**src/hw/dsi3_macros.svh**
```systemverilog
//************************************************************
// Build-time constants of the DSI3 PDCM timing subsystem
// Tick divider, timeout offset, channel count, log depth
//************************************************************

`ifndef DSI3_MACROS_SVH
`define DSI3_MACROS_SVH

// System clocks per 1 us prescaler tick
`define DSI3_TICK_DIV 18

// Remaining microseconds at which the receive timeout fires
`define DSI3_TIMEOUT_US 5

// Peer channels sharing the event log
`define DSI3_CHANNELS 2

// Entries held by the event log
`define DSI3_LOG_DEPTH 16

`endif

```
**src/hw/dsi3_pkg.sv**
```systemverilog
//************************************************************
// Shared types of the DSI3 PDCM timing subsystem
// Vector typedefs, config and event structs, sequencer states
//************************************************************

`default_nettype none

package dsi3_pkg;

	// Period length in microseconds
	typedef logic [15:0] data_t;

	// Period index inside a frame, also the periods per frame
	typedef logic [7:0] frame_idx_t;

	// Channel number
	typedef logic [0:0] chan_t;

	// Host frame configuration, 24 bits
	typedef struct packed {
		data_t      period_us;
		frame_idx_t frame_count;
	} pdcm_cfg_t;

	// One log entry per PDCM period, 10 bits
	typedef struct packed {
		chan_t      channel;
		frame_idx_t index;
		logic       rx_seen;
	} pdcm_event_t;

	// Channel sequencer states
	typedef enum logic [1:0] {
		IDLE,
		RUN,
		NEXT
	} seq_state_t;

endpackage

`default_nettype wire

```
**src/hw/period_counter.sv**
```systemverilog
//************************************************************
// PDCM period timer
// 1 us prescaler, period down-counter, receive timeout pulse
//************************************************************

`timescale 1ns/1ns
`default_nettype none

`include "dsi3_macros.svh"

module period_counter (
	input  logic             clk_rst,
	input  logic             i_rst_n,
	input  dsi3_pkg::data_t  i_new_period_value,
	input  logic             i_start,
	input  logic             i_stop,
	output logic             o_receive_timeout,
	output logic             o_running
);

	typedef logic [4:0] tick_cnt_t;

	localparam tick_cnt_t TICK_LAST = tick_cnt_t'(`DSI3_TICK_DIV - 1);

	tick_cnt_t       tick_cnt;
	tick_cnt_t       tick_cnt_nxt;
	logic            tick_1us;
	logic            tick_early;
	logic            running;
	logic            running_nxt;
	dsi3_pkg::data_t period_cnt;
	dsi3_pkg::data_t period_cnt_nxt;

	// Prescaler only counts inside a running period
	assign tick_1us   = running && (tick_cnt == TICK_LAST);
	assign tick_early = running && (tick_cnt == TICK_LAST - tick_cnt_t'(1));

	always_comb begin
		if (i_start || !running || tick_1us)
			tick_cnt_nxt = '0;
		else
			tick_cnt_nxt = tick_cnt + tick_cnt_t'(1);
	end

	always_comb begin
		period_cnt_nxt = period_cnt;
		if (i_start || i_stop)
			period_cnt_nxt = i_new_period_value - dsi3_pkg::data_t'(1);
		else if (tick_1us && (period_cnt > '0))
			period_cnt_nxt = period_cnt - dsi3_pkg::data_t'(1);
	end

	// Running drops one clock before the last tick so the period ends on the boundary
	always_comb begin
		running_nxt = running;
		if ((period_cnt == '0) && tick_early)
			running_nxt = 1'b0;
		if (i_start)
			running_nxt = 1'b1;
		if (i_stop)
			running_nxt = 1'b0;
	end

	always_ff @(posedge clk_rst) begin
		if (!i_rst_n) begin
			tick_cnt   <= '0;
			running    <= 1'b0;
			period_cnt <= '0;
		end else begin
			tick_cnt   <= tick_cnt_nxt;
			running    <= running_nxt;
			period_cnt <= period_cnt_nxt;
		end
	end

	assign o_running         = running;
	assign o_receive_timeout = tick_1us && (period_cnt == dsi3_pkg::data_t'(`DSI3_TIMEOUT_US));

	// The sequencer never restarts and stops a period together
	a_start_stop_excl: assert property (@(posedge clk_rst) disable iff (!i_rst_n)
		!(i_start && i_stop))
		else $error("period_counter: start and stop in the same cycle");

endmodule

`default_nettype wire

```
**src/hw/pdcm_sequencer.sv**
```systemverilog
//************************************************************
// Per-channel PDCM frame sequencer
// Period start control, rx tracking, event log requests
//************************************************************

`timescale 1ns/1ns
`default_nettype none

`include "dsi3_macros.svh"

module pdcm_sequencer (
	input  logic                  clk_rst,
	input  logic                  i_rst_n,
	input  dsi3_pkg::chan_t       i_chan,
	input  dsi3_pkg::pdcm_cfg_t   i_cfg,
	input  logic                  i_frame_start,
	input  logic                  i_abort,
	input  logic                  i_rx_strobe,
	input  logic                  i_evt_grant,
	output logic                  o_busy,
	output logic                  o_evt_req,
	output dsi3_pkg::pdcm_event_t o_evt
);

	dsi3_pkg::seq_state_t  state;
	dsi3_pkg::seq_state_t  state_nxt;
	dsi3_pkg::pdcm_cfg_t   cfg_q;
	dsi3_pkg::frame_idx_t  idx;
	dsi3_pkg::pdcm_event_t evt_now;
	dsi3_pkg::pdcm_event_t evt_q;
	logic                  start;
	logic                  stop;
	logic                  running;
	logic                  timeout;
	logic                  last_period;
	logic                  frame_go;
	logic                  period_end;
	logic                  rx_flag;
	logic                  req_q;

	assign frame_go    = (state == dsi3_pkg::IDLE) && i_frame_start;
	assign period_end  = (state == dsi3_pkg::RUN) && !running;
	assign start       = (state == dsi3_pkg::NEXT) && !i_abort;
	assign stop        = i_abort && (state != dsi3_pkg::IDLE);
	assign last_period = dsi3_pkg::frame_idx_t'(idx + 1'b1) >= cfg_q.frame_count;

	period_counter u_period_counter (
		.clk_rst            (clk_rst),
		.i_rst_n            (i_rst_n),
		.i_new_period_value (cfg_q.period_us),
		.i_start            (start),
		.i_stop             (stop),
		.o_receive_timeout  (timeout),
		.o_running          (running)
	);

	always_comb begin
		state_nxt = state;
		case (state)
			dsi3_pkg::IDLE: if (i_frame_start) state_nxt = dsi3_pkg::NEXT;
			dsi3_pkg::NEXT: state_nxt = dsi3_pkg::RUN;
			dsi3_pkg::RUN:  if (!running) state_nxt = last_period ? dsi3_pkg::IDLE : dsi3_pkg::NEXT;
			default:        state_nxt = dsi3_pkg::IDLE;
		endcase
		// Abort wins over everything
		if (i_abort)
			state_nxt = dsi3_pkg::IDLE;
	end

	always_ff @(posedge clk_rst) begin
		if (!i_rst_n) begin
			state   <= dsi3_pkg::IDLE;
			idx     <= '0;
			rx_flag <= 1'b0;
			req_q   <= 1'b0;
		end else begin
			state <= state_nxt;
			if (frame_go)
				idx <= '0;
			else if (period_end && !last_period)
				idx <= idx + 1'b1;
			// Sticky rx flag, restarted with every period
			if (start)
				rx_flag <= i_rx_strobe;
			else if (i_rx_strobe)
				rx_flag <= 1'b1;
			// Hold the request until the arbiter takes it
			req_q <= (req_q || timeout) && !i_evt_grant;
		end
	end

	always_ff @(posedge clk_rst) begin
		if (frame_go)
			cfg_q <= i_cfg;
		if (timeout)
			evt_q <= evt_now;
	end

	always_comb begin
		evt_now.channel = i_chan;
		evt_now.index   = idx;
		evt_now.rx_seen = rx_flag || i_rx_strobe;
	end

	// Timeout requests right away to keep the log latency short
	assign o_evt_req = req_q || timeout;
	assign o_evt     = req_q ? evt_q : evt_now;
	assign o_busy    = (state != dsi3_pkg::IDLE);

	a_no_timeout_pending: assert property (@(posedge clk_rst) disable iff (!i_rst_n)
		timeout |-> !req_q)
		else $error("pdcm_sequencer: timeout with a request still pending");

	a_min_period: assert property (@(posedge clk_rst) disable iff (!i_rst_n)
		(frame_go && !i_abort) |-> (i_cfg.period_us > dsi3_pkg::data_t'(`DSI3_TIMEOUT_US)))
		else $error("pdcm_sequencer: period shorter than the timeout window");

endmodule

`default_nettype wire

```
**config.mk**
```make
export PLATFORM = sky130hd
export DESIGN_NAME = pdcm_sequencer
export DESIGN_NICKNAME = d
export VERILOG_FILES = /design/src/hw/dsi3_pkg.sv /design/src/hw/period_counter.sv /design/src/hw/pdcm_sequencer.sv
export VERILOG_INCLUDE_DIRS = /design/src /design/src/hw
export SDC_FILE = /design/constraint.sdc
export NUM_CORES = 1
export LEC_CHECK = 0
export BUFFER_PORTS_ARGS = -buffer_cell sky130_fd_sc_hd__buf_2
export CAP_MARGIN = 40
export CORE_ASPECT_RATIO = 1.1
export CORE_MARGIN = 2
export CORE_UTILIZATION = 54
export CTS_BUF_LIST = sky130_fd_sc_hd__clkbuf_2 sky130_fd_sc_hd__clkbuf_4 sky130_fd_sc_hd__clkbuf_8
export CTS_CLUSTER_DIAMETER = 200
export DETAILED_ROUTE_END_ITERATION = 12
export PLACE_DENSITY = 0.72
export SYNTH_ARGS = -nofsm -noshare
export SYNTH_HDL_FRONTEND = slang
export SYNTH_SLANG_ARGS = --single-unit
```
**constraint.sdc**
```tcl
create_clock -name clk_rst -period 3.3 [get_ports clk_rst]
set_input_delay 0.33 -clock clk_rst [delete_from_list [all_inputs] [get_ports clk_rst]]
set_output_delay 0.33 -clock clk_rst [all_outputs]
set_load 0.03 [all_outputs]
```
Yosys cells after proc, flatten, opt, wreduce, memory -nomap -nowiden:

Cells that the tools add are included.

* logic and storage cells: 68
* register bits after elaboration: 68
* input bits: 31

* bitwise logic cells: 1
* $lt $le $gt $ge: 2
* muxes and demuxes: 11
* reductions and logical operators: 31
* equal/unequal tests: 7
* add/sub/neg operators: 4

Operators by type and width (number)
* 16-bit two-way mux: 2
* 16-bit by 1-bit subtractor with 16-bit output (second input constant): 2
* 16-bit by 3-bit equality test with 1-bit output (second input constant): 1
* 16-bit by 1-bit > comparator with 1-bit output (second input constant): 1
* 16-bit zero test: 1
* 1-bit logical AND: 11
* 5-bit equality test (second input constant): 2
* 10-bit two-way mux: 1
* 8-bit by 1-bit adder with 8-bit output (second input constant): 1
* 8-bit greater-or-equal comparator: 1
* 2-bit nonzero test: 4
* 2-bit OR reduction: 4
* 2-bit two-way mux: 3
* 2-bit case mux with 3 select lines: 1
* 5-bit by 1-bit adder with 5-bit output (second input constant): 1
* 1-bit logical OR: 5
* 1-bit zero test: 4
* 1-bit two-way mux: 4
* 2-bit != test (second input constant): 2
* 2-bit by 1-bit equality test with 1-bit output (second input constant): 1
* 2-bit equality test (second input constant): 1
* 2-bit zero test: 1
* 2-bit AND reduction: 1
* 1-bit NOT: 1

Longest topological paths before layout:

* word-level depth: 5
* depth in mapped cells: 12
* gate-level depth less buffers: 12

Cells and area by module:

From an unflattened synthesis, not the netlist that was laid out.

* cells, all modules: 348
* area total of the unflattened synthesis: 3657.3 um^2

Modules (own cells, without submodules)
* pdcm_sequencer: times used 1, cells each 148, sequential area each 1261.2 um^2, area each 2035.7 um^2
* period_counter: times used 1, cells each 200, sequential area each 440.4 um^2, area each 1621.6 um^2

Worst setup path after synthesis:

No wires, ideal clock.

* path kind: register -> output
* from: register u_period_counter.period_cnt[7]
* to: output port o_evt_req
* cell stages (with the launch flop): 5
* data required time: 2970 ps
* arrival: 2571 ps
* path buffers: 0
* setup slack: 399 ps
* path through: dfxtp_1 -> or4_4 -> or4_4 -> nor3_1 -> or2_2

* cells in the longest elaborated chain, start to end: 3

Ends and longest elaborated chain
* start: declaration: RTL line period_counter.sv:31 `dsi3_pkg::data_t period_cnt;`
* start signal: assignment: RTL line period_counter.sv:72 `period_cnt <= period_cnt_nxt;`
* 16-bit by 3-bit equality test with 1-bit output: RTL line period_counter.sv:77 `` assign o_receive_timeout = tick_1us && (period_cnt == dsi3_pkg::data_t'(`DSI3_TIMEOUT_US)); ``
* 1-bit logical AND: RTL line period_counter.sv:77
* named net timeout: RTL line pdcm_sequencer.sv:34 `logic timeout;`
* 1-bit logical OR: RTL line pdcm_sequencer.sv:106 `assign o_evt_req = req_q || timeout;`
* end: declaration: RTL line pdcm_sequencer.sv:21 `output logic o_evt_req,`

The timed path passes the listed nets, and every way through them passes these cells.

Worst setup path after layout:

* from: register idx[0]
* to: register idx[7]

* cells in the longest elaborated chain, start to end: 4

Ends and longest elaborated chain
* start: declaration: RTL line pdcm_sequencer.sv:28 `dsi3_pkg::frame_idx_t idx;`
* start signal: assignment: RTL line pdcm_sequencer.sv:81 `idx <= idx + 1'b1;`
* 8-bit by 1-bit adder with 8-bit output *: RTL line pdcm_sequencer.sv:45, pdcm_sequencer.sv:81
* 8-bit greater-or-equal comparator: RTL line pdcm_sequencer.sv:45 `assign last_period = dsi3_pkg::frame_idx_t'(idx + 1'b1) >= cfg_q.frame_count;`
* 1-bit zero test: RTL line pdcm_sequencer.sv:80 `else if (period_end && !last_period)`
* 1-bit logical AND: RTL line pdcm_sequencer.sv:80

Every way passes the cells marked *; elsewhere a longest branch is shown, timed or not.
A chain may end at the register's enable or synchronous reset.

==> flow_summary.toml <==
[yosys]
yosysSeqAreaShare = 0.501
yosys.area.top_type_share = 0.301
netlist_instances = 323
synthesis.yosys.warnings = 0
synth-edff-count = 34
async_reset_ff_frac = 0
synth_nets = 367
synth_area_per_cell_um2 = 10.5
syn-cell-area_mm2 = 0.00340
synth-main-ff-cell = "edfxtp_1"
synth_top_cell_by_area = "edfxtp_1"
synth_cell_types = 49
synth.ff_latch_count = 68
synth_area_leaders = "edfxtp_1, dfxtp_1, xor2_1"

[sta]
period_needed_ns = 2.88
fin_skew_ns = 0.0128
rsz0062_at_grt = "false"
max_freq_ghz = 0.347
fin_crit_sh = 0.873
max_slew.worst_pin.slew_ns = 0.524
setup_viol = 0
final-max-slew-violation-count = 0
worst_slack_ns = 0.421
relSlewSlack = 0.647
holdWs_ns = 0.134
tns_ns = 0
hold_viol = 0

[cells_and_area]
fillCellCount = 494
final_net_count = 417
final_cell_area_mm2 = 0.00397
area.growth.synth_to_final_pct = 16.9
final-seq-area_mm2 = 0.00170
antenna_cells = 0
layout_common_cells = "buf_2, edfxtp_1, dfxtp_1"
multi_input_area_mm2 = 0.00161
layout-drive-gt1-share = 0.214
final_common_cell = "buf_2"

[clock_tree]
insertion_delay_ns = 0.35
cts.sinks = 68
cts_buffer_depth = 2
root_buffer = "clkbuf_8"
path_clk_slew_ns = 0.08
post-cts-setup-buffers = 0
cts-buffers-inserted = 9
tritoncts = "done"
htreeDepth = 3
cts_resized = 0
cts_hold_buf = 0

[grt]
grt_max_degree = 27
antenna_found_initial = 0
grt_use_met2 = 0.383
busiest_layer = "met2"
overflow = 0
first_global_vias = 2541
grt_use_met1 = 0.239
grtUsageTotal = 0.213
met3_usage = 0.0353
grt_pass1_wl_um = 11300

[floorplanning]
initial_utilization = 0.555
core_mm2 = 0.00612
fp.dieW_um = 79.6
die_area_mm2 = 0.00694
io_pins = 43
row_count = 30
die_y_um = 87.2

[detailed_routing]
final_antenna_net_count = 0
routed_wl_um = 6720
drc = 0
wire_per_inst_um = 14.7
drt-initial-drc-count = 101
viasPerCell = 5.52
first_pass_iters = 4
via_count = 2528

[placed_design]
hpwl_um = 4900
gp_congestion = 0.865
dpl-instance-area_mm2 = 0.00370
dp_slack_ns = 0.470
io_buffer_count = 42

[power]
power_density_mw_per_mm2 = 514
vdd_drop_max_mv = 0.444
p_leak_nw = 1.60

[critical_path]
crit_type = "register to register"
crit_fanout = 9
cp-end-kind = "register"
cp.arrival_ns = 3.15
critPathTopFamily = "compound AO/OA/AOI/OAI gates"
start_kind = "register"
cp.required_ns = 3.57
cp_num_buf_inv = 0
crit_slowest_cell = "dfxtp_1"
path_cells = "ha_1 > and3_1 > and3_1 > xor2_1 > ha_1 > a21o_1 > a21oi_1 > o21ai_1 > or3_1 > a21oi_1"
slowest_delay_ns = 0.44

[run_status]
status = "completed"

[worst_hold_path]
hp-class = "primary input to register"

[job]
maxCapViolCount = 0
## worst paths after layout
check,from,slack (ns),end,cells past startpoint
min,i_evt_grant,0.13,req_q,2
max reg2reg,idx[0],0.42,idx[7],10
max,idx[0],0.42,idx[7],10
min reg2reg,rx_flag,0.48,rx_flag,2
## cell families (layout without fill, tap and decap cells)
| group | count (synthesis) | in the layout | synth area share |
|---|---|---|---|
| simple gates | 112 | 112 | 0.178 |
| mux | 13 | 13 | 0.0424 |
| xor+xnor | 36 | 36 | 0.0928 |
| fa+ha+maj | 13 | 13 | 0.0479 |
| buf+inv | 22 | 77 | 0.0265 |
| compound gates | 59 | 59 | 0.112 |
| flops | 68 | 68 | 0.501 |
## Yosys cell counts (3+ instances only)
cell,number
ha_1,13
mux2_2,11
a211oi_1,6
dfxtp_1,34
xor2_1,23
clkbuf_1,6
nand3_1,14
nor3_1,10
or2_2,3
edfxtp_1,34
xnor2_1,13
nor4_1,6
and2_1,3
nand2_1,15
and3_1,5
o21ai_0,15
nor3b_1,5
o211ai_1,5
nor2_1,25
a21oi_1,16
inv_1,14
nand2b_1,6
or3_1,6
## sequential cells by signal, summed over array words and instances, names as in the netlist
| register | flops |
|---|---|
| idx | 8 |
| state | 2 |
| evt_q | 10 |
| req_q | 1 |
| u_period_counter.tick_cnt | 5 |
| u_period_counter.period_cnt | 16 |
| rx_flag | 1 |
| u_period_counter.o_running | 1 |
| cfg_q | 24 |
## through the flow
step | utilization | std cells | power, W
after floorplan | - | 323 | 0.00109
after global placement | 0.605 | 442 | 0.00115
after detailed placement | 0.605 | 442 | 0.00115
after CTS | 0.649 | 458 | 0.00206
after global routing | 0.649 | 458 | 0.00212
final | 0.649 | 458 | 0.00204
## worst register-to-register path, cell delays in order, from the launching register on
cell	delay, ns
dfxtp_1	0.44
ha_1	0.25
and3_1	0.23
and3_1	0.21
xor2_1	0.16
ha_1	0.27
a21o_1	0.19
a21oi_1	0.28
o21ai_1	0.26
or3_1	0.37
a21oi_1	0.15
## cell type report
class / count / area share
clock buffers: 10 / 0.0331
clock inverters: 6 / 0.0343
inverters: 15 / 0.0142
multi-input cells: 233 / 0.404
flip-flops and latches: 68 / 0.428
well taps: 80 / 0.0252
repair buffers: 46 / 0.0605
## per-layer routing
| layer | part of all wire | up-vias |
|---|---|---|
| li1 | - | 1289 |
| met1 | 0.42 | 1155 |
| met2 | 0.51 | 65 |
| met3 | 0.037 | 19 |
| met4 | 0.032 | 0 |
| met5 | 0 | - |
## power breakdown
group          switching [W]  internal (W)  leakage, nW
Clock               0.000317      0.000588        0.130
Combinational       0.000106     0.0000792        0.868
Sequential         0.0000279      0.000922        0.598
(Power assumes the default switching activity.)
