### src/hw/dsi3_macros.svh
//************************************************************
// Build-time constants of the DSI3 PDCM timing subsystem
// Tick divider, timeout offset, channel count, log depth
//************************************************************

`ifndef DSI3_MACROS_SVH
`define DSI3_MACROS_SVH

// System clocks per 1 us prescaler tick
`define DSI3_TICK_DIV 18

// Remaining microseconds at which the receive timeout fires
`define DSI3_TIMEOUT_US 5

// Peer channels sharing the event log
`define DSI3_CHANNELS 2

// Entries held by the event log
`define DSI3_LOG_DEPTH 16

`endif

### src/hw/dsi3_pkg.sv
//************************************************************
// Shared types of the DSI3 PDCM timing subsystem
// Vector typedefs, config and event structs, sequencer states
//************************************************************

`default_nettype none

package dsi3_pkg;

	// Period length in microseconds
	typedef logic [15:0] data_t;

	// Period index inside a frame, also the periods per frame
	typedef logic [7:0] frame_idx_t;

	// Channel number
	typedef logic [0:0] chan_t;

	// Host frame configuration, 24 bits
	typedef struct packed {
		data_t      period_us;
		frame_idx_t frame_count;
	} pdcm_cfg_t;

	// One log entry per PDCM period, 10 bits
	typedef struct packed {
		chan_t      channel;
		frame_idx_t index;
		logic       rx_seen;
	} pdcm_event_t;

	// Channel sequencer states
	typedef enum logic [1:0] {
		IDLE,
		RUN,
		NEXT
	} seq_state_t;

endpackage

`default_nettype wire

### src/hw/event_log.sv
//************************************************************
// Event log, first-word-fall-through circular buffer
// Host read strobe, sticky overflow on write to a full log
//************************************************************

`timescale 1ns/1ns
`default_nettype none

`include "dsi3_macros.svh"

module event_log (
	input  logic                  clk_rst,
	input  logic                  i_rst_n,
	input  logic                  i_wr_en,
	input  dsi3_pkg::pdcm_event_t i_wr_evt,
	input  logic                  i_rd_en,
	output dsi3_pkg::pdcm_event_t o_rd_evt,
	output logic                  o_rd_valid,
	output logic                  o_overflow
);

	localparam int DEPTH = `DSI3_LOG_DEPTH;
	localparam int AW    = $clog2(DEPTH);

	dsi3_pkg::pdcm_event_t mem [DEPTH];

	logic [AW-1:0] wr_ptr;
	logic [AW-1:0] rd_ptr;
	logic [AW:0]   count;
	logic          full;
	logic          do_wr;
	logic          do_rd;

	assign full  = (count == (AW+1)'(DEPTH));
	assign do_wr = i_wr_en && !full;
	assign do_rd = i_rd_en && o_rd_valid;

	always_ff @(posedge clk_rst) begin
		if (!i_rst_n) begin
			wr_ptr     <= '0;
			rd_ptr     <= '0;
			count      <= '0;
			o_overflow <= 1'b0;
		end else begin
			if (do_wr)
				wr_ptr <= wr_ptr + 1'b1;
			if (do_rd)
				rd_ptr <= rd_ptr + 1'b1;
			case ({do_wr, do_rd})
				2'b10:   count <= count + 1'b1;
				2'b01:   count <= count - 1'b1;
				default: count <= count;
			endcase
			// Entry lost, flag stays until reset
			if (i_wr_en && full)
				o_overflow <= 1'b1;
		end
	end

	always_ff @(posedge clk_rst) begin
		if (do_wr)
			mem[wr_ptr] <= i_wr_evt;
	end

	// Oldest entry is always on the output
	assign o_rd_evt   = mem[rd_ptr];
	assign o_rd_valid = (count != '0);

	a_no_empty_read: assert property (@(posedge clk_rst) disable iff (!i_rst_n)
		i_rd_en |-> o_rd_valid)
		else $error("event_log: host read while the log is empty");

endmodule

`default_nettype wire

### config.mk
export PLATFORM = sky130hd
export DESIGN_NAME = event_log
export DESIGN_NICKNAME = d
export VERILOG_FILES = /design/src/hw/dsi3_pkg.sv /design/src/hw/event_log.sv
export VERILOG_INCLUDE_DIRS = /design/src /design/src/hw
export SDC_FILE = /design/constraint.sdc
export NUM_CORES = 1
export LEC_CHECK = 0
export ABC_AREA = 1
export BUFFER_PORTS_ARGS = -buffer_cell sky130_fd_sc_hd__buf_4
export CAP_MARGIN = 20
export CORE_ASPECT_RATIO = 0.5
export CORE_MARGIN = 10
export CORE_UTILIZATION = 50
export DETAILED_ROUTE_END_ITERATION = 7
export HOLD_SLACK_MARGIN = 0.03
export MAX_ROUTING_LAYER = met4
export PLACE_DENSITY = 0.76
export SYNTH_ARGS = -nofsm -noshare
export SYNTH_HDL_FRONTEND = slang
export SYNTH_SLANG_ARGS = --single-unit
### constraint.sdc
create_clock -name clk_rst -period 2.3 [get_ports clk_rst]
set_input_delay 0.46 -clock clk_rst [delete_from_list [all_inputs] [get_ports clk_rst]]
set_output_delay 0.46 -clock clk_rst [all_outputs]
set_load 0.1 [all_outputs]
-- Yosys cells after proc, flatten, opt, wreduce, memory -nomap -nowiden
Memory sizes are Yosys's and may differ from the RTL's. A register that Yosys moved wholly into a read port is not among the register bits.
Index checks and enable logic that the tools add are counted.
- input bits: 14
- register bits after elaboration: 14
- bits in latches: 0
- bits in read-only memories: 0
- logic and storage cells: 23
- memories: 1
- memory bits (writable): 160
- bitwise gates (word level): 0
- equality and inequality tests: 3
- divide/modulo/power cells: 0
- add/sub/neg operators: 4
- reduce and logical (&&, ||, !) cells: 6
- shifts and indexed selects: 0
- multiplexer cells: 5
- order comparisons: 0
- $mul: 0
- memories (name ; depth ; bits a word ; rd ports ; clocked after Yosys merged registers in ; wr ports ; line ; text):
    mem ; 16 ; 10 ; 1 ; 1 ; 1 ; event_log.sv:25 ; dsi3_pkg::pdcm_event_t mem [DEPTH];
- operator list (cell ; count):
    case mux 5 bit (2 select lines) ; 1
    adder 4 x 1 -> 4 bit (second input constant) ; 2
    2-to-1 mux 4 bit ; 2
    adder 5 x 1 -> 5 bit (second input constant) ; 1
    equality test 5 bit (second input constant) ; 1
    nonzero test 5 bit ; 1
    subtractor 5 x 1 -> 5 bit (second input constant) ; 1
    logical AND 1 bit ; 3
    equality test 2 x 1 -> 1 bit (second input constant) ; 1
    equality test 2 bit (second input constant) ; 1
    2-to-1 mux 1 bit ; 2
    nonzero test 2 bit ; 1
    logical NOT 1 bit ; 1

-- Longest topological paths before layout
Gate-level depths: netlist of the first run.
- depth after elaboration: 5
- depth in mapped cells: 16

-- Least setup slack after synthesis of the first run
OpenSTA, ideal clock, no wires.
- kind: register -> register
- start: register count[0]
- end: register count[2]
- path slack: -0.208 ns
- clock period less this slack: 2.508 ns
- path buffers: 1
- stages on the path, launching flop included: 14
- data arrival time: 2.395 ns
- cells stage by stage: dfxtp_1 nor2_2 nand3_2 nand2_4 inv_2 ha_1 clkbuf_2 xor2_1 ha_1 inv_1 nand2_2 xor2_1 o21ai_1 inv_1
- elaborated cells on any way between the ends: 11
- RTL lines (what ; line ; text):
    start, declared ; event_log.sv:29 ; logic [AW:0] count;
    start signal, assigned ; event_log.sv:50 ; 2'b10: count <= count + 1'b1;
    start signal, assigned ; event_log.sv:51 ; 2'b01: count <= count - 1'b1;
    start signal, assigned ; event_log.sv:52 ; default: count <= count;
    nonzero test 5 bit * ; event_log.sv:67 ; assign o_rd_valid = (count != '0);
    net o_rd_valid ; event_log.sv:18 ; output logic o_rd_valid,
    logical AND 1 bit * ; event_log.sv:36 ; assign do_rd = i_rd_en && o_rd_valid;
    net do_rd ; event_log.sv:32 ; logic do_rd;
    equality test 2 x 1 -> 1 bit / equality test 2 bit (equally long branches) ; event_log.sv:49 ; case ({do_wr, do_rd})
    case mux 5 bit (2 select lines) / nonzero test 2 bit (equally long branches) ; n/a ;
Mark *: on every way through the listed nets, which the timed path passes. The rest lies on a longest branch.
A chain may end at the register's enable or synchronous reset.

==> flow_metrics.env, run 1 <==
export IMPL_cp_start_kind="flip-flop"
export IMPL_max_cap_violations=0
export IMPL_ios=26
export IMPL_cts_tree="yes"
export IMPL_grt_first_pass_wirelength_um=24800
export IMPL_worst_r2r_setup_slack_ns=0.28
export IMPL_setup_viol=10
export IMPL_routedWlPerCell_um=19.0
export IMPL_die_x_um=191
export IMPL_core_sq_um=14400
export IMPL_antenna_found_initial=0
export IMPL_clk_pin_slew_ns=0.07
export IMPL_worstPathCellList="buf_12 -> mux2i_1 -> o21ai_0 -> o211ai_1 -> nand2_1 -> buf_6"
export IMPL_worstReg2RegStart="count[0]"
export IMPL_reg2regPathDepth=13
export IMPL_cts_hold_buffers=0
export IMPL_rows=31
export IMPL_cts_root_buf="clkbuf_16"
export IMPL_initial_utilization_pct=50.8
export IMPL_syn_inst=561
export IMPL_cp_max_fo=36
export IMPL_peakVddDrop_uv=757
export IMPL_grt_max_degree=41
export IMPL_fin_worst_skew_ns=0.00866
export IMPL_clock_latency_ns=0.42
export IMPL_tightest_slew_ns=0.486
export IMPL_slowest_stage="dfxtp_4"
export IMPL_port_buffers=25
export IMPL_drv_slew=0
export IMPL_cts_max_level=4
export IMPL_cp_required_ns=1.84
export IMPL_place_congestion=0.879
export IMPL_slew_headroom_pct=67.6
export IMPL_syn_area_sq_um=7330
export IMPL_hold_slack_ns=0.346
export IMPL_path_delay_family="buffers and inverters"
export IMPL_crit_buf_inv=2
export IMPL_cp_depth=6
export IMPL_vias_per_cell=5.54
export IMPL_async_flop_share_pct=0
export IMPL_num_nets_final=633
export IMPL_ys_ff_latch=178
export IMPL_hold_class="in -> reg"
export IMPL_synth_edf_count=160
export IMPL_synth_seq_area_share_pct=70.4
export IMPL_finalCritPeriodShare_pct=104
export IMPL_grt_use_total_pct=16.3
export IMPL_timing_rr_end="count[3]"
export IMPL_dp_cells=788
export IMPL_finalHoldViolCount=0
export IMPL_routed_wl_um=15600
export IMPL_clock_path_buffers=2
export IMPL_yosys_cell_types_count=30
export IMPL_num_fill_cells=1052
export IMPL_finalInstanceArea_sq_um=8750
export IMPL_first_iter_violations=468
export IMPL_cts_buffers=17
export IMPL_power_leakage_nw=3.15
export IMPL_rsz0062_at_grt="yes"
export IMPL_ys_warn_count=0
export IMPL_grt_pass1_vias=4604
export IMPL_dpl_hpwl_um=9670
export IMPL_dr_pass1_iters=5
export IMPL_drc=0
export IMPL_power_density_nw_per_um2=1170
export IMPL_antennaDiodeCount=0
export IMPL_end_kind="output pin"
export IMPL_max_stage_delay_ns=0.42
export IMPL_placed_area_sq_um=7950
export IMPL_fmax_ghz=0.417
export IMPL_period_needed_ns=2.40
export IMPL_die_h_um=106
export IMPL_drive_gt1_share_pct=18.1
export IMPL_ant_nets=0
export IMPL_synth_flop_cell="edfxtp_1"
export IMPL_worstPathArrival_ns=1.94
export IMPL_total_power_mw=10.2
export IMPL_stdcell_count=823
export IMPL_gr_total_overflow=0
export IMPL_die_area_sq_um=20200
export IMPL_syn_nets=582
export IMPL_violations="negative setup slack"
export IMPL_cts_sinks=178
export IMPL_avgSynthCellArea_sq_um=13.1
export IMPL_path_class="reg -> out"
export IMPL_status="finished with violations"
export IMPL_finalSetupTns_ns=-0.555
export IMPL_worstSetupEndpoint="o_rd_evt[7]"
export IMPL_fin_ws_ns=-0.0991
export IMPL_vias=4561
export IMPL_syn2layout_area_growth_pct=19.3
## registers in the layout (all words and copies together), names as in the netlist, named ones only
register	cells
rd_ptr	4
o_overflow	1
count	5
wr_ptr	4
mem	160
## area by class of cell
type	count	area, sq um	share of cell area, %
multi-input cells	293	1840	21.0
inverters	62	236	2.70
repair buffers	60	658	7.52
well taps	198	248	2.83
flip-flops and latches	178	5170	59.1
clock buffers	17	425	4.86
clock inverters	15	176	2.02
## worst min path at each step
stage,slack [ns],start,cells past startpoint,endpoint
2_1_floorplan,0.46,rd_ptr[2],2,flip-flop
3_3_place_gp,0.45,o_overflow,2,o_overflow
3_5_place_dp,0.46,o_overflow,2,o_overflow
4_1_cts,0.34,i_rst_n,3,wr_ptr[2]
5_1_grt,0.35,i_rst_n,3,wr_ptr[2]
6_report,0.35,i_rst_n,3,wr_ptr[2]
## report_power, final
group / switching, mW / total (mW) / internal (mW)
Combinational: 2.28 / 3.47 / 1.19
Sequential: 0.124 / 3.81 / 3.68
Clock: 1.23 / 2.95 / 1.72
## metal layers
layer / global-route usage (%) / wire length [um] / share of wire [%] / vias to the layer above
li1: - / - / - / 2144
met1: 20.9 / 6710 / 43 / 2258
met2: 25.5 / 7690 / 49 / 142
met3: 3.09 / 1010 / 6.5 / 17
met4: 5.82 / 210 / 1.3 / 0
met5: - / 0 / 0 / -
## per-stage QoR
| stage | utilization [%] | worst slack, ns |
|---|---|---|
| 5_1_grt | 60.6 | -0.159 |
| 3_5_place_dp | 55.1 | 0.200 |
| 3_3_place_gp | 55.1 | 0.313 |
| 6_report | 60.6 | -0.0991 |
| 4_1_cts | 60.4 | -0.0920 |
| 2_1_floorplan | - | 0.0284 |
## cells in the mapped netlist, types with 2 or more instances
library cell / instances / share of area, %
edfxtp_1: 160 / 66
inv_1: 59 / 3.0
o21ai_0: 56 / 3.8
a21oi_1: 47 / 3.2
mux2i_1: 40 / 5.5
o211ai_1: 40 / 4.1
nor2_1: 35 / 1.8
nand2_1: 27 / 1.4
nand3_1: 21 / 1.4
dfxtp_1: 18 / 4.9
clkbuf_1: 14 / 0.72
ha_1: 7 / 1.2
buf_2: 6 / 0.41
buf_4: 4 / 0.41
xor2_1: 4 / 0.48
buf_1: 3 / 0.15
nand2_2: 2 / 0.17
nand2_4: 2 / 0.31
nand3_2: 2 / 0.27
nand4_1: 2 / 0.17
nor2_2: 2 / 0.17
xnor2_1: 2 / 0.24
## worst register-to-register path, stage by stage (launching register included)
cell	delay (ns)
dfxtp_1	0.35
nor2_2	0.23
nand3_4	0.11
nand2_4	0.10
inv_2	0.07
ha_2	0.22
nand2_1	0.08
inv_1	0.06
nor2_1	0.24
nand3_1	0.17
nand4_1	0.12
nand3_1	0.08
nand2_1	0.06
inv_1	0.04
## placed cells by master, fill, tap and decap left out, drive strengths merged
| master | count |
|---|---|
| edfxtp | 160 |
| inv | 67 |
| buf | 59 |
| o21ai | 58 |
| a21oi | 47 |
| mux2i | 40 |
| o211ai | 40 |
| nor2 | 38 |
| nand2 | 31 |
| nand3 | 23 |
| clkbuf | 18 |
| dfxtp | 18 |
| ha | 7 |
| clkinv | 6 |
| xor2 | 4 |
| bufinv | 3 |
| xnor2 | 2 |
| nand4 | 2 |
| nor3 | 1 |
| clkinvlp | 1 |
## cells by family after synthesis
group | after synthesis | synth area share, %
simple gates | 95 | 5.92
xor+xnor | 6 | 0.717
compound gates | 145 | 11.3
fa+ha+maj | 7 | 1.19
flops | 178 | 70.4
mux | 40 | 5.46
buf+inv | 90 | 4.96
## repair_timing
action,in CTS,in global routing
endpoints found under the setup margin,10,12
setup buffers,0,1
gates cloned,1,1
pin swaps,8,9
gates resized for setup,34,13
(Power assumes the default switching activity.)
==> run 2: changes to the inputs <==
Settings changed: ABC_AREA 1 to default, MAX_ROUTING_LAYER met4 to default, RECOVER_POWER from default to 50.
==> flow_metrics.env, run 2 <==
export IMPL_total_power_mw=9.25
export IMPL_dr_pass1_iters=5
export IMPL_syn2layout_area_growth_pct=20.0
export IMPL_fmax_ghz=0.364
export IMPL_grt_use_total_pct=16.1
export IMPL_power_density_nw_per_um2=1100
export IMPL_syn_inst=346
export IMPL_syn_area_sq_um=7010
export IMPL_cts_max_level=4
export IMPL_synth_top_cell_area_share_pct=68.5
export IMPL_grt_first_pass_wirelength_um=23300
export IMPL_drv_slew=0
export IMPL_hold_depth=2
export IMPL_max_cap_violations=0
export IMPL_synth_compound_area_share_pct=0.946
export IMPL_power_leakage_nw=2.69
export IMPL_rsz0062_at_grt="yes"
export IMPL_min_to="rd_ptr[2]"
export IMPL_drc=0
export IMPL_vias=3516
export IMPL_synth_most_common_cell="edfxtp_1"
export IMPL_routedWlPerCell_um=25.2
export IMPL_initial_utilization_pct=51.5
export IMPL_yosys_area_top_type="edfxtp_1"
export IMPL_max_stage_delay_ns=0.56
export IMPL_synth_common_cells="edfxtp_1 (160), mux4_2 (50), dfxtp_1 (18)"
export IMPL_die_h_um=104
export IMPL_worstPathArrival_ns=2.28
export IMPL_ios=26
export IMPL_cts_root_buf="clkbuf_16"
export IMPL_muxShareOfSynthArea_pct=16.8
export IMPL_crit_buf_inv=2
export IMPL_drive_gt1_share_pct=35.8
export IMPL_finalSetupTns_ns=-4.52
export IMPL_vias_per_cell=5.77
export IMPL_cts_sinks=178
export IMPL_largest_register="mem"
export IMPL_die_x_um=187
export IMPL_cts_tree="yes"
export IMPL_finalHoldViolCount=0
export IMPL_finalInstanceArea_sq_um=8410
export IMPL_placed_area_sq_um=7710
export IMPL_synth_seq_area_share_pct=73.6
export IMPL_synthXorXnorAreaFrac_pct=1.12
export IMPL_final_cell_mix="edfxtp_1 (160), mux4_2 (50), buf_4 (22)"
export IMPL_worst_r2r_setup_slack_ns=-0.30
export IMPL_cp_required_ns=1.84
export IMPL_cp_max_fo=14
export IMPL_ys_top_cells_by_area="edfxtp_1 (69%), mux4_2 (16%), dfxtp_1 (5.1%)"
export IMPL_reg2regPathDepth=10
export IMPL_min_delay_start="i_rst_n"
export IMPL_core_sq_um=13600
export IMPL_synth_edf_count=160
export IMPL_dp_cells=572
export IMPL_port_buffers=25
export IMPL_path_common_cell="mux4_2"
export IMPL_avgSynthCellArea_sq_um=20.3
export IMPL_setup_viol=13
export IMPL_routed_wl_um=15300
export IMPL_syn_nets=367
export IMPL_top_regs="mem (160), count (5)"
export IMPL_yosys_cell_types_count=32
export IMPL_path_class="reg -> out"
export IMPL_die_area_sq_um=19500
export IMPL_tightest_slew_ns=0.841
export IMPL_fin_worst_skew_ns=0.0120
export IMPL_slew_headroom_pct=43.7
export IMPL_path_delay_family="multiplexers"
export IMPL_antenna_found_initial=0
export IMPL_synth_adder_area_share_pct=1.25
export IMPL_violations="negative setup slack"
export IMPL_timing_rr_end="count[4]"
export IMPL_cts_buffers=17
export IMPL_fin_ws_ns=-0.445
export IMPL_grt_pass1_vias=3695
export IMPL_first_iter_violations=363
export IMPL_stdcell_count=609
export IMPL_clock_path_buffers=2
export IMPL_status="finished with violations"
export IMPL_hold_class="in -> reg"
export IMPL_peakVddDrop_uv=1170
export IMPL_worstReg2RegStart="count[1]"
export IMPL_clock_latency_ns=0.42
export IMPL_hold_slack_ns=0.404
export IMPL_place_congestion=0.816
export IMPL_ys_warn_count=0
export IMPL_synth_flop_cell="edfxtp_1"
export IMPL_gr_total_overflow=0
export IMPL_worstPathCellList="buf_12 -> mux4_2 -> mux4_2 -> buf_6"
export IMPL_dpl_hpwl_um=10000
export IMPL_ys_ff_latch=178
export IMPL_period_needed_ns=2.74
export IMPL_finalCritPeriodShare_pct=119
export IMPL_cp_start_kind="flip-flop"
export IMPL_slowest_stage="mux4_2"
export IMPL_synth_simple_area_share_pct=4.71
export IMPL_largest_reg_flops=160
export IMPL_clk_pin_slew_ns=0.07
export IMPL_end_kind="output pin"
export IMPL_rows=30
export IMPL_num_nets_final=424
export IMPL_grt_max_degree=24
export IMPL_final_common_cell="edfxtp_1"
export IMPL_ant_nets=0
export IMPL_async_flop_share_pct=0
export IMPL_synth_top_family_by_area="multiplexers"
[run 2: changes by cell type after synthesis, moves of 6 or more]
cell | previous run | this run
o21ai_0 | 56 | 0
inv_1 | 59 | 6
mux4_2 | 0 | 50
a21oi_1 | 47 | 3
o211ai_1 | 40 | 0
mux2i_1 | 40 | 5
nand3_1 | 21 | 0
nor2_1 | 35 | 14
nand2_1 | 27 | 12
and2_1 | 0 | 9
nor2b_1 | 0 | 7
nor3_1 | 1 | 7
[run 2: worst reg2reg max path: stages, from the launching register on]
cell      delay, ns
dfxtp_1        0.31
buf_4          0.17
nor4_1         0.41
a21boi_0       0.28
ha_4           0.25
xor2_4         0.19
ha_4           0.19
nor3_4         0.14
a211oi_1       0.08
o32ai_2        0.30
mux2i_1        0.22
[run 2: cell families (layout without fill, tap and decap cells)]
group,count (synthesis),count (layout)
flip-flops,178,178
AND/OR/NAND/NOR,62,62
multiplexers,55,55
buffers and inverters,25,95
AO/OA/AOI/OAI,10,10
XOR/XNOR,9,9
adder cells (fa/ha/maj),7,7
other,0,1
[run 2: layer usage]
layer	vias up	track usage, %	routed length (um)	part of all wire (%)
met5	-	0	0	0
li1	1507	-	-	-
met3	13	4.89	1240	8.1
met2	154	25.3	7520	49
met4	0	5.33	147	0.96
met1	1842	21.1	6430	42
[run 2: timing repair]
item                       4_1_cts  5_1_grt
pin swaps                        4        3
hold buffers                     0        0
setup endpoints to repair       33       33
resized for setup               16       13
buffers inserted                 1        0
[run 2: final cells by class]
class                           instances  area (sq um)
Sequential cell                       178          5170
Tap cell                              192           240
Timing Repair Buffer                   57           531
Clock buffer                           18           429
Inverter                                6          27.5
Antenna cell                            1          2.50
Clock inverter                         14           166
Fill cell                             892          5210
Multi-Input combinational cell        143          1850
[run 2: through the flow]
stage / setup slack, ns / util (%)
2_1_floorplan: -0.0846 / -
3_3_place_gp: -0.147 / 56.1
3_5_place_dp: -0.148 / 56.6
4_1_cts: -0.470 / 61.4
5_1_grt: -0.498 / 61.7
6_report: -0.445 / 61.8
[run 2: worst max path at each step]
| stage | slack (ns) | cells after the start | end |
|---|---|---|---|
| 2_1_floorplan | -0.08 | 13 | count[2] |
| 3_3_place_gp | -0.15 | 5 | mem[12][5] |
| 3_5_place_dp | -0.15 | 5 | mem[4][0] |
| 4_1_cts | -0.47 | 4 | o_rd_evt[0] |
| 5_1_grt | -0.50 | 4 | o_rd_evt[0] |
| 6_report | -0.44 | 4 | o_rd_evt[0] |
[run 2: power by group]
group / switching (mW) / internal, mW / total, mW
Clock: 1.30 / 1.55 / 2.86
Sequential: 0.0774 / 3.67 / 3.75
Combinational: 1.58 / 1.06 / 2.65
Total: 2.96 / 6.29 / 9.25
==> run 3: changes to the inputs <==
Settings changed: PLACE_DENSITY 0.76 to 0.67.
==> flow_metrics.env, run 3 (synthesis results as in run 2) <==
export IMPL_pwr_share_seq_pct=40.0
export IMPL_cp_required_ns=1.84
export IMPL_p_sw_mw=2.96
export IMPL_place_congestion=0.858
export IMPL_grt_first_pass_wirelength_um=23400
export IMPL_die_h_um=104
export IMPL_vias=3551
export IMPL_grt_pass1_vias=3713
export IMPL_antenna_found_initial=0
export IMPL_cts_max_level=4
export IMPL_ant_nets=0
export IMPL_pwr_share_comb_pct=28.8
export IMPL_drive_gt1_share_pct=35.8
export IMPL_finalSetupTns_ns=-5.19
export IMPL_core_sq_um=13600
export IMPL_end_kind="output pin"
export IMPL_clock_latency_ns=0.42
export IMPL_clock_path_buffers=2
export IMPL_die_x_um=187
export IMPL_grt_max_degree=41
export IMPL_finalCritPeriodShare_pct=120
export IMPL_drv_slew=0
export IMPL_peakVddDrop_uv=1240
export IMPL_finalHoldViolCount=0
export IMPL_cts_hold_buffers=0
export IMPL_rows=30
export IMPL_dr_pass1_iters=5
export IMPL_cp_max_fo=14
export IMPL_pre_cts_slack_ns=-0.0995
export IMPL_pwr_share_clk_pct=31.2
export IMPL_largest_register="mem"
export IMPL_drc=0
export IMPL_cts_buffers=17
export IMPL_rsz0062_at_grt="yes"
export IMPL_clk_pin_slew_ns=0.07
export IMPL_first_iter_violations=322
export IMPL_routed_wl_um=15200
export IMPL_slew_headroom_pct=55.8
export IMPL_grt_use_total_pct=16.1
export IMPL_fmax_ghz=0.362
export IMPL_max_cap_violations=0
export IMPL_num_nets_final=433
export IMPL_cts_tree="yes"
export IMPL_largest_reg_flops=160
export IMPL_period_needed_ns=2.76
export IMPL_die_area_sq_um=19500
export IMPL_setup_viol=14
export IMPL_antennaDiodeCount=0
export IMPL_status="finished with violations"
export IMPL_tightest_slew_ns=0.663
export IMPL_violations="negative setup slack"
export IMPL_port_buffers=25
export IMPL_initial_utilization_pct=51.5
export IMPL_routedWlPerCell_um=24.7
export IMPL_fin_ws_ns=-0.464
export IMPL_gr_total_overflow=0
export IMPL_fin_worst_skew_ns=0.00846
export IMPL_cts_root_buf="clkbuf_16"
export IMPL_path_class="reg -> out"
export IMPL_syn2layout_area_growth_pct=21.0
export IMPL_cts_sinks=178
export IMPL_hold_class="in -> reg"
export IMPL_worstPathArrival_ns=2.30
export IMPL_power_leakage_nw=2.75
export IMPL_top_regs="mem (160), count (5)"
export IMPL_dpl_hpwl_um=9740
export IMPL_final_common_cell="edfxtp_1"
export IMPL_power_density_nw_per_um2=1110
export IMPL_p_int_mw=6.42
export IMPL_final_cell_mix="edfxtp_1 (160), mux4_2 (50), buf_4 (28)"
export IMPL_cp_start_kind="flip-flop"
export IMPL_swShare_pct=31.5
export IMPL_ios=26
export IMPL_vias_per_cell=5.76
-- run 3: cell count changes in the layout (fill, tap and decap cells not counted), moves of 2 or more --
cell	previous run	this run
buf_6	15	11
nor3_1	5	3
clkbuf_1	12	14
buf_4	22	28
buf_8	2	5
nor2_2	4	0
nor3_2	0	2
buf_16	0	2
inv_6	2	4
nor2_1	10	14
inv_8	5	2
-- run 3: worst max-delay path: stages, from the launching register on --
cell and delay [ns]:
dfxtp_4 0.41, buf_12 0.18, mux4_2 0.54, mux4_2 0.53, buf_8 0.20
-- run 3: path summary, 6_finish.rpt --
check	slack, ns	depth (start not counted)	start	to
max	-0.46	4	flip-flop	o_rd_evt[3]
min	0.39	3	i_rst_n	count[4]
max reg2reg	-0.27	10	count[1]	count[4]
min reg2reg	0.49	2	count[4]	count[4]
-- run 3: cell type report --
| type | instances | area, sq um |
|---|---|---|
| Sequential cell | 178 | 5170 |
| Fill cell | 911 | 5140 |
| Multi-Input combinational cell | 143 | 1810 |
| Timing Repair Buffer | 66 | 638 |
| Clock buffer | 18 | 429 |
| Tap cell | 192 | 240 |
| Clock inverter | 14 | 171 |
| Inverter | 6 | 25.0 |
-- run 3: routing by layer --
metal / up-vias / GRT usage (%) / routed length (um)
met1: 1885 / 21.5 / 6500
met5: - / 0 / 0
met2: 129 / 25.7 / 7590
met4: 0 / 4.20 / 154
li1: 1520 / - / -
met3: 17 / 4.15 / 987
-- run 3: metrics by stage --
stage          instances  instance area [sq um]  total power, mW  util [%]  hold slack (ns)
2_1_floorplan        346                   7150             5.72         -            0.461
3_3_place_gp         571                   7670             6.21      56.3            0.478
3_5_place_dp         579                   7760             6.30      56.9            0.489
4_1_cts              616                   8530             9.46      62.6            0.328
5_1_grt              617                   8480             9.70      62.3            0.391
6_report             617                   8480             9.38      62.3            0.392
-- run 3: power groups by stage --
| stage | combinational (mW) | clock, mW | sequential (mW) |
|---|---|---|---|
| 6_report | 2.70 | 2.93 | 3.75 |
| 3_3_place_gp | 2.40 | 0 | 3.80 |
| 5_1_grt | 2.83 | 3.10 | 3.77 |
| 4_1_cts | 2.74 | 2.96 | 3.76 |
| 2_1_floorplan | 1.90 | 0 | 3.82 |
| 3_5_place_dp | 2.49 | 0 | 3.82 |
-- run 3: repair_timing --
action | 4_1_cts | 5_1_grt
cloned | 2 | 0
gates resized for setup | 22 | 5
pin swaps | 4 | 2
setup buffers | 3 | 1
setup endpoints to repair | 12 | 12
